`src/hdl/pitch_pkg.sv`:
```
package pitch_pkg;

    // Width of the zero-crossing period counter
    localparam int w_period = 20;

    localparam int n_notes = 12;

    typedef enum logic [3:0] {
        no_note,
        c,
        cs,
        d,
        ds,
        e,
        f,
        fs,
        g,
        gs,
        a,
        as,
        b
    } note_t;

    //--------------------
    // Measured note frequencies times 100, in note order from c to b

    localparam int freq_100_table [n_notes] = '{
        52325,
        55437,
        58733,
        62225,
        65926,
        69846,
        73999,
        78399,
        83061,
        88000,
        93233,
        98777
    };

    //--------------------
    // Period window bounds in clock cycles, 3 percent each side

    function automatic int period_low(input int clk_mhz, input int freq_100);
        return clk_mhz * 1000 * 1000 / freq_100 * 97;
    endfunction

    function automatic int period_high(input int clk_mhz, input int freq_100);
        return clk_mhz * 1000 * 1000 / freq_100 * 103;
    endfunction

endpackage

```
`src/hdl/game_pkg.sv`:
```
package game_pkg;

    import pitch_pkg::*;

    typedef enum logic [1:0] {
        idle,
        playing,
        win,
        fail
    } game_state_t;

    localparam int max_song_length = 62;

    typedef logic [5:0] song_index_t;

    //--------------------
    // The melody, one phrase per line

    localparam note_t song [max_song_length] = '{
        e, g, d, c, d, e, g, d,
        e, g, d, c, g, f, e, d,
        e, g, d, c, d, e, g, d,
        e, g, d, c, g,
        g, f, e, f, e, c,
        f, e, d, e, d, a,
        g, f, e, f, e, c, f, c,
        e, g, d, c, d, e, g, d,
        e, g, d, c, g
    };

endpackage

```
`src/hdl/game_fsm.sv`:
```
`timescale 1ns/100ps

module game_fsm #(
    parameter int song_length = 62
) (
    input  logic                  clk,
    input  logic                  rst,
    input  logic                  key,
    input  logic                  note_strobe,
    input  pitch_pkg::note_t      heard_note,
    output game_pkg::game_state_t state,
    output game_pkg::song_index_t note_index,
    output logic                  show_success,
    output logic                  show_failure
);

    import pitch_pkg::*;
    import game_pkg::*;

    localparam song_index_t last_index = song_index_t'(song_length - 1);

    logic key_sync;
    logic prev_key;
    logic key_pressed;

    //--------------------
    // Button edge

    always_ff @(posedge clk or posedge rst) begin
        if (rst) begin
            key_sync    <= 1'b0;
            prev_key    <= 1'b0;
            key_pressed <= 1'b0;
        end else begin
            key_sync    <= key;
            prev_key    <= key_sync;
            key_pressed <= key_sync & ~prev_key;
        end
    end

    //--------------------
    // Melody follower

    always_ff @(posedge clk or posedge rst) begin
        if (rst) begin
            state        <= idle;
            note_index   <= '0;
            show_success <= 1'b0;
            show_failure <= 1'b0;
        end else begin
            case (state)
                idle: begin
                    show_success <= 1'b0;
                    show_failure <= 1'b0;
                    if (key_pressed) begin
                        state      <= playing;
                        note_index <= '0;
                    end
                end
                playing: begin
                    if (key_pressed) begin
                        state <= idle;
                    end else if (note_strobe) begin
                        if (heard_note == song[note_index]) begin
                            show_success <= 1'b1;
                            show_failure <= 1'b0;
                            if (note_index == last_index) begin
                                state <= win;
                            end else begin
                                note_index <= note_index + 1'b1;
                            end
                        end else begin
                            show_success <= 1'b0;
                            show_failure <= 1'b1;
                            state        <= fail;
                        end
                    end
                end
                fail: begin
                    note_index <= '0;
                    if (key_pressed) begin
                        state <= idle;
                    end
                end
                win: begin
                    if (key_pressed) begin
                        state <= idle;
                    end
                end
                default: begin
                    state <= idle;
                end
            endcase
        end
    end

endmodule

```
`src/hdl/note_classifier.sv`:
```
`timescale 1ns/100ps

module note_classifier #(
    parameter int clk_mhz = 50
) (
    input  logic                            clk,
    input  logic                            rst,
    input  logic [pitch_pkg::w_period-1:0]  period,
    output pitch_pkg::note_t                note
);

    import pitch_pkg::*;

    note_t next_note;

    function automatic logic in_window(input int freq_100, input logic [w_period-1:0] p);
        int lo;
        int hi;
        lo = period_low(clk_mhz, freq_100);
        hi = period_high(clk_mhz, freq_100);
        return (int'(p) > lo) && (int'(p) < hi);
    endfunction

    //--------------------
    // Base octave and the two octaves above, lowest note wins

    always_comb begin
        next_note = no_note;
        for (int i = n_notes - 1; i >= 0; i--) begin
            if (in_window(freq_100_table[i], period) ||
                in_window(freq_100_table[i] * 2, period) ||
                in_window(freq_100_table[i] * 4, period)) begin
                next_note = note_t'(i + 1);
            end
        end
    end

    always_ff @(posedge clk or posedge rst) begin
        if (rst) begin
            note <= no_note;
        end else begin
            note <= next_note;
        end
    end

endmodule

```
`src/hdl/note_stabilizer.sv`:
```
`timescale 1ns/100ps

module note_stabilizer #(
    parameter int hold_cycles = (1 << 20) - 1
) (
    input  logic              clk,
    input  logic              rst,
    input  pitch_pkg::note_t  note,
    output pitch_pkg::note_t  heard_note,
    output logic              note_strobe
);

    import pitch_pkg::*;

    localparam int w_hold = $clog2(hold_cycles + 1);
    localparam logic [w_hold-1:0] hold_last = w_hold'(hold_cycles - 1);
    localparam logic [w_hold-1:0] hold_full = w_hold'(hold_cycles);

    note_t             d_note;
    note_t             last_note;
    logic [w_hold-1:0] hold_cnt;
    logic              accept;

    // Counter reaches the hold time on this edge
    assign accept = (note == d_note) && (hold_cnt == hold_last);

    always_ff @(posedge clk or posedge rst) begin
        if (rst) begin
            d_note      <= no_note;
            hold_cnt    <= '0;
            heard_note  <= no_note;
            last_note   <= no_note;
            note_strobe <= 1'b0;
        end else begin
            d_note      <= note;
            note_strobe <= 1'b0;

            if (note != d_note) begin
                hold_cnt <= '0;
            end else if (hold_cnt != hold_full) begin
                hold_cnt <= hold_cnt + 1'b1;
            end

            if (accept) begin
                if (d_note == no_note) begin
                    // Silence lets the same note be taken again
                    last_note <= no_note;
                end else begin
                    heard_note <= d_note;
                    if (d_note != last_note) begin
                        last_note   <= d_note;
                        note_strobe <= 1'b1;
                    end
                end
            end
        end
    end

endmodule

```
`src/hdl/period_meter.sv`:
```
`timescale 1ns/100ps

module period_meter #(
    parameter int silence_cycles = (1 << 20) - 1
) (
    input  logic                            clk,
    input  logic                            rst,
    input  logic signed [23:0]              mic,
    output logic [pitch_pkg::w_period-1:0]  period
);

    import pitch_pkg::*;

    localparam logic [w_period-1:0] count_max = '1;

    logic                prev_sign;
    logic [w_period-1:0] counter;
    logic                crossing;

    // Negative sample followed by a non-negative one
    assign crossing = prev_sign & ~mic[$left(mic)];

    always_ff @(posedge clk or posedge rst) begin
        if (rst) begin
            prev_sign <= 1'b0;
            counter   <= '0;
            period    <= '0;
        end else begin
            prev_sign <= mic[$left(mic)];
            if (crossing) begin
                period  <= counter;
                // The crossing cycle itself belongs to the next period
                counter <= w_period'(1);
            end else begin
                if (counter != count_max) begin
                    counter <= counter + 1'b1;
                end
                // No crossing for too long, the input is silent
                if (int'(counter) >= silence_cycles) begin
                    period <= '0;
                end
            end
        end
    end

endmodule

```
`src/hdl/tuner_game_top.sv`:
```
`timescale 1ns/100ps

module tuner_game_top #(
    parameter int clk_mhz        = 50,
    parameter int silence_cycles = (1 << 20) - 1,
    parameter int hold_cycles    = (1 << 20) - 1,
    parameter int song_length    = 62
) (
    input  logic                  clk,
    input  logic                  rst,
    input  logic signed [23:0]    mic,
    input  logic                  key,
    output game_pkg::game_state_t state,
    output game_pkg::song_index_t note_index,
    output pitch_pkg::note_t      heard_note,
    output logic                  show_success,
    output logic                  show_failure
);

    import pitch_pkg::*;

    logic [w_period-1:0] period;
    note_t               note;
    logic                note_strobe;

    //--------------------
    // Pitch detection chain

    period_meter #(
        .silence_cycles (silence_cycles)
    ) period_meter_i (
        .clk    (clk),
        .rst    (rst),
        .mic    (mic),
        .period (period)
    );

    note_classifier #(
        .clk_mhz (clk_mhz)
    ) note_classifier_i (
        .clk    (clk),
        .rst    (rst),
        .period (period),
        .note   (note)
    );

    note_stabilizer #(
        .hold_cycles (hold_cycles)
    ) note_stabilizer_i (
        .clk         (clk),
        .rst         (rst),
        .note        (note),
        .heard_note  (heard_note),
        .note_strobe (note_strobe)
    );

    //--------------------
    // Game

    game_fsm #(
        .song_length (song_length)
    ) game_fsm_i (
        .clk          (clk),
        .rst          (rst),
        .key          (key),
        .note_strobe  (note_strobe),
        .heard_note   (heard_note),
        .state        (state),
        .note_index   (note_index),
        .show_success (show_success),
        .show_failure (show_failure)
    );

endmodule

```
`config.mk`:
```
export PLATFORM = sky130hd
export DESIGN_NAME = tuner_game_top
export DESIGN_NICKNAME = d
export VERILOG_FILES = /design/src/hdl/pitch_pkg.sv /design/src/hdl/game_pkg.sv /design/src/hdl/game_fsm.sv /design/src/hdl/note_classifier.sv /design/src/hdl/note_stabilizer.sv /design/src/hdl/period_meter.sv /design/src/hdl/tuner_game_top.sv
export SDC_FILE = /design/constraint.sdc
export NUM_CORES = 1
export LEC_CHECK = 0
export BUFFER_PORTS_ARGS = -buffer_cell sky130_fd_sc_hd__clkbuf_2
export CORE_AREA = 3 3 132 134
export DETAILED_ROUTE_END_ITERATION = 16
export DIE_AREA = 0 0 135 137
export GPL_TIMING_DRIVEN = 1
export PLACE_DENSITY = 0.69
export SLEW_MARGIN = 20
export SYNTH_ARGS = -nofsm -noshare
export SYNTH_HDL_FRONTEND = slang
export SYNTH_SLANG_ARGS = --single-unit
```
`constraint.sdc`:
```
create_clock -name clk -period 6.25 [get_ports clk]
set_input_delay 0.3125 -clock clk [delete_from_list [all_inputs] [get_ports clk]]
set_output_delay 0.3125 -clock clk [all_outputs]
set_load 0.01 [all_outputs]
```
==> impl_metrics.py <==
metrics = {
    "logic_synthesis": {
        "ys_ff_latch": 91,
        "yosysWarnings": 0,
        "synth.top_cell.area_share_pct": 29.8,
        "synthSimpleGateAreaFrac_pct": 32.9,
        "synth_xor_area_share_pct": 5.39,
        "synth_compound_area_share_pct": 23.5,
        "synth_most_common_cell": "nand2_1",
        "syn-cell-area_um2": 7640,
        "synth_cell_types": 81,
        "synth_seq_area_share_pct": 29.8,
        "synth_top_family_by_area": "simple AND/OR/NAND/NOR gates",
        "synth.avg_cell_area_um2": 7.56,
        "synth_ff_type": "dfrtp_1",
        "yosys.area.top_type": "dfrtp_1",
        "synthMuxAreaShare_pct": 1.23,
        "synth.area.top_cells": "dfrtp_1 (30%), nand2_1 (6.0%), nor2_1 (4.5%), o21ai_0 (4.4%), xor2_1 (3.2%)",
        "synth_fa_ha_area_share_pct": 1.47,
        "synth_common_cells": "nand2_1 (123), dfrtp_1 (91), nor2_1 (91)",
        "synthesis.nets": 1046,
        "synth_edf_count": 0,
        "synthCells": 1010,
        "synthArstFlopShare_pct": 100,
    },
    "min_path": {
        "min_to": "game_fsm_i.key_sync",
        "holdCritStartpoint": "key",
        "min_path_cells": 1,
        "hold_class": "in -> reg",
    },
    "drt": {
        "ant_nets": 0,
        "via_count": 8323,
        "drc": 0,
        "vias_per_cell": 6.90,
        "drtIter0Drc": 980,
        "routedWlPerCell_um": 23.5,
        "drt_wl_total_mm": 28.3,
        "dr.pass1.iters": 5,
    },
    "die": {
        "dieArea_um2": 18500,
        "die_h_um": 137,
        "fp-row-count": 47,
        "coreArea_um2": 16400,
        "initial_utilization_pct": 46.6,
        "ios": 41,
        "die_x_um": 135,
    },
    "timing": {
        "fmax_mhz": 270,
        "rsz0062_at_grt": "false",
        "finalMaxSlewViolations": 0,
        "fin_crit_sh_pct": 59.2,
        "whs_ps": 69.0,
        "maxSlewHeadroom_pct": 29.6,
        "setup_viol": 0,
        "final_hold_viol_count": 0,
        "fin_tns_setup_ps": 0,
        "timing.final.ws_setup_ps": 2550,
        "tightest_slew_ps": 1040,
        "fin_crit_ps": 3700,
        "fin_skew_ps": 10.7,
    },
    "critical_path": {
        "cp_max_fo": 22,
        "cp.required_ps": 6480,
        "reg2reg_to": "note_classifier_i.note[0]",
        "start_kind": "register",
        "slowest_delay_ps": 620,
        "cp_cell_sequence": "buf_4 > nor2b_1 > nand3_1 > o41ai_1 > a21boi_1 > a211oi_1 > o221ai_1 > a221o_1",
        "crit_type": "reg -> reg",
        "r2r_slack_ps": 2550,
        "cp-end-kind": "register",
        "ff2ff_path_depth": 8,
        "arrival_ps": 3930,
        "reg2reg_from": "period_meter_i.period[3]",
        "crit_family": "compound AO/OA/AOI/OAI gates",
        "worst_path_max_delay_cell": "a211oi_1",
        "cp_num_buf_inv": 1,
    },
    "grt": {
        "grt_usage_pct": 30.6,
        "grt_antenna_before_repair": 0,
        "grt_pass1_vias": 7768,
        "grt_overflow": 0,
        "grt_max_degree": 67,
        "grt_pass1_wl_mm": 44.0,
    },
    "cells_and_area": {
        "fin_nets": 1018,
        "layout-area-overhead-vs-synth_pct": 6.80,
        "num_antenna_cells": 0,
        "stdcell_count": 1207,
        "fillerInstances": 1628,
        "post_route_cells_drive_above_1_share_pct": 7.60,
    },
    "power": {
        "sequentialPowerShare_pct": 43.2,
        "power_frac_comb_pct": 22.3,
        "power.switching_w": 0.000594,
        "p_int_w": 0.00105,
        "powerDensity_nw_per_um2": 202,
        "max-vdd-ir-drop_mv": 0.173,
        "total_power_w": 0.00165,
        "p_clk_share_pct": 34.5,
        "sw_frac_of_total_pct": 36.1,
        "p_leak_nw": 3.20,
    },
    "cts": {
        "cts_buffer_depth": 2,
        "clk_pin_slew_ps": 70,
        "worstSkewPairLatency_ps": 340,
        "cts-root-buf": "clkbuf_16",
        "numCtsBuffers": 9,
        "cts.sinks": 91,
        "post_cts_resized": 0,
        "cts_tree": "built",
        "h-tree-depth": 3,
    },
    "place": {
        "io_buffer_count": 17,
        "dp_cells": 1190,
        "hpwl_mm": 19.5,
        "dp_slack_ps": 2830,
        "routabilityCongestion": 1.06,
    },
    "flow_run": {
        "maxCapViolations": 0,
    },
    "run_status": {
        "status": "finished clean",
    },
}
-- worst max path at each step --
stage | startpoint | end | slack [ps] | cells after the start
6_report | period_meter_i.period[3] | note_classifier_i.note[0] | 2550 | 8
5_1_grt | game_fsm_i.note_index[0] | game_fsm_i.note_index[3] | 2580 | 10
3_3_place_gp | period_meter_i.period[3] | note_classifier_i.note[0] | 2760 | 8
3_5_place_dp | game_fsm_i.note_index[0] | game_fsm_i.note_index[3] | 2830 | 10
4_1_cts | game_fsm_i.note_index[0] | game_fsm_i.note_index[3] | 2820 | 10
2_1_floorplan | game_fsm_i.note_index[0] | game_fsm_i.note_index[5] | 3170 | 11
-- per-layer routing --
layer | wire length [um] | up-vias | global-route usage, %
met2 | 12200 | 601 | 46.4
met3 | 3420 | 142 | 7.54
met4 | 1700 | 0 | 16.3
li1 | - | 3689 | -
met1 | 11000 | 3891 | 40.3
met5 | 0 | - | 0
-- cells in the final DEF (no fill, tap or decap), types with 7 or more instances in the layout --
cell / n
xnor2_1: 19
ha_1: 9
a31oi_1: 23
o21ai_0: 67
dfrtp_1: 91
buf_4: 22
clkbuf_2: 17
clkbuf_16: 9
nor3_1: 31
nor4_1: 18
xor2_1: 28
o21ai_1: 7
nor2_1: 91
a21o_1: 8
o211ai_1: 13
and3_1: 14
inv_1: 24
or3_1: 14
nor2b_1: 15
a21oi_1: 45
nand4_1: 35
nand2b_1: 12
or4_1: 12
nand2_1: 123
a211oi_1: 9
nand3_1: 48
and2_1: 14
o31ai_1: 19
-- power groups by stage --
stage                     sequential (W)  combinational [W]  clock [W]
after global placement          0.000717           0.000355          0
after global routing            0.000716           0.000391   0.000599
after floorplan                 0.000682           0.000254          0
final                           0.000711           0.000367   0.000568
after detailed placement        0.000718           0.000347          0
after CTS                       0.000706           0.000351   0.000580
-- cell families (layout without fill, tap and decap cells) --
group           after synthesis  after routing
compound gates              269            269
xor+xnor                     47             47
fa+ha+maj                     9              9
buf+inv                     106             83
flops                        91             91
mux                           8              8
simple gates                480            480
-- stage by stage --
step,area (um2),util (%)
floorplan,7640,-
global placement,7840,47.8
detailed placement,7840,47.8
CTS,8160,49.7
global route,8160,49.7
finish,8160,49.7
-- area by class of cell --
cell class | instances | area (um2) | area share (%)
Timing Repair Buffer | 40 | 260 | 3.19
Multi-Input combinational cell | 813 | 4930 | 60.5
Clock inverter | 7 | 85.1 | 1.04
Tap cell | 220 | 275 | 3.37
Clock buffer | 9 | 225 | 2.76
Sequential cell | 91 | 2280 | 27.9
Inverter | 27 | 104 | 1.27
-- state kept, by name, indices dropped and copies added, names as in the netlist, 2 cells and up --
register / cells
note_stabilizer_i.last_note: 4
period_meter_i.counter: 20
note_classifier_i.note: 4
game_fsm_i.state: 2
note_stabilizer_i.heard_note: 4
note_stabilizer_i.hold_cnt: 20
game_fsm_i.note_index: 6
period_meter_i.period: 20
note_stabilizer_i.d_note: 4
-- timing repair --
action / 4_1_cts / 5_1_grt
setup buffers: 0 / 0
endpoints found under the hold margin: 25 / 0
hold buffers: 1 / 0
-- worst register-to-register path: stages, from the launching register on --
cell      delay (ps)
dfrtp_1          540
buf_4            350
nor2b_1          520
nand3_1          270
o41ai_1          580
a21boi_1         150
a211oi_1         620
o221ai_1         200
a221o_1          360
No activity file was read; power rests on OpenSTA's default activity.
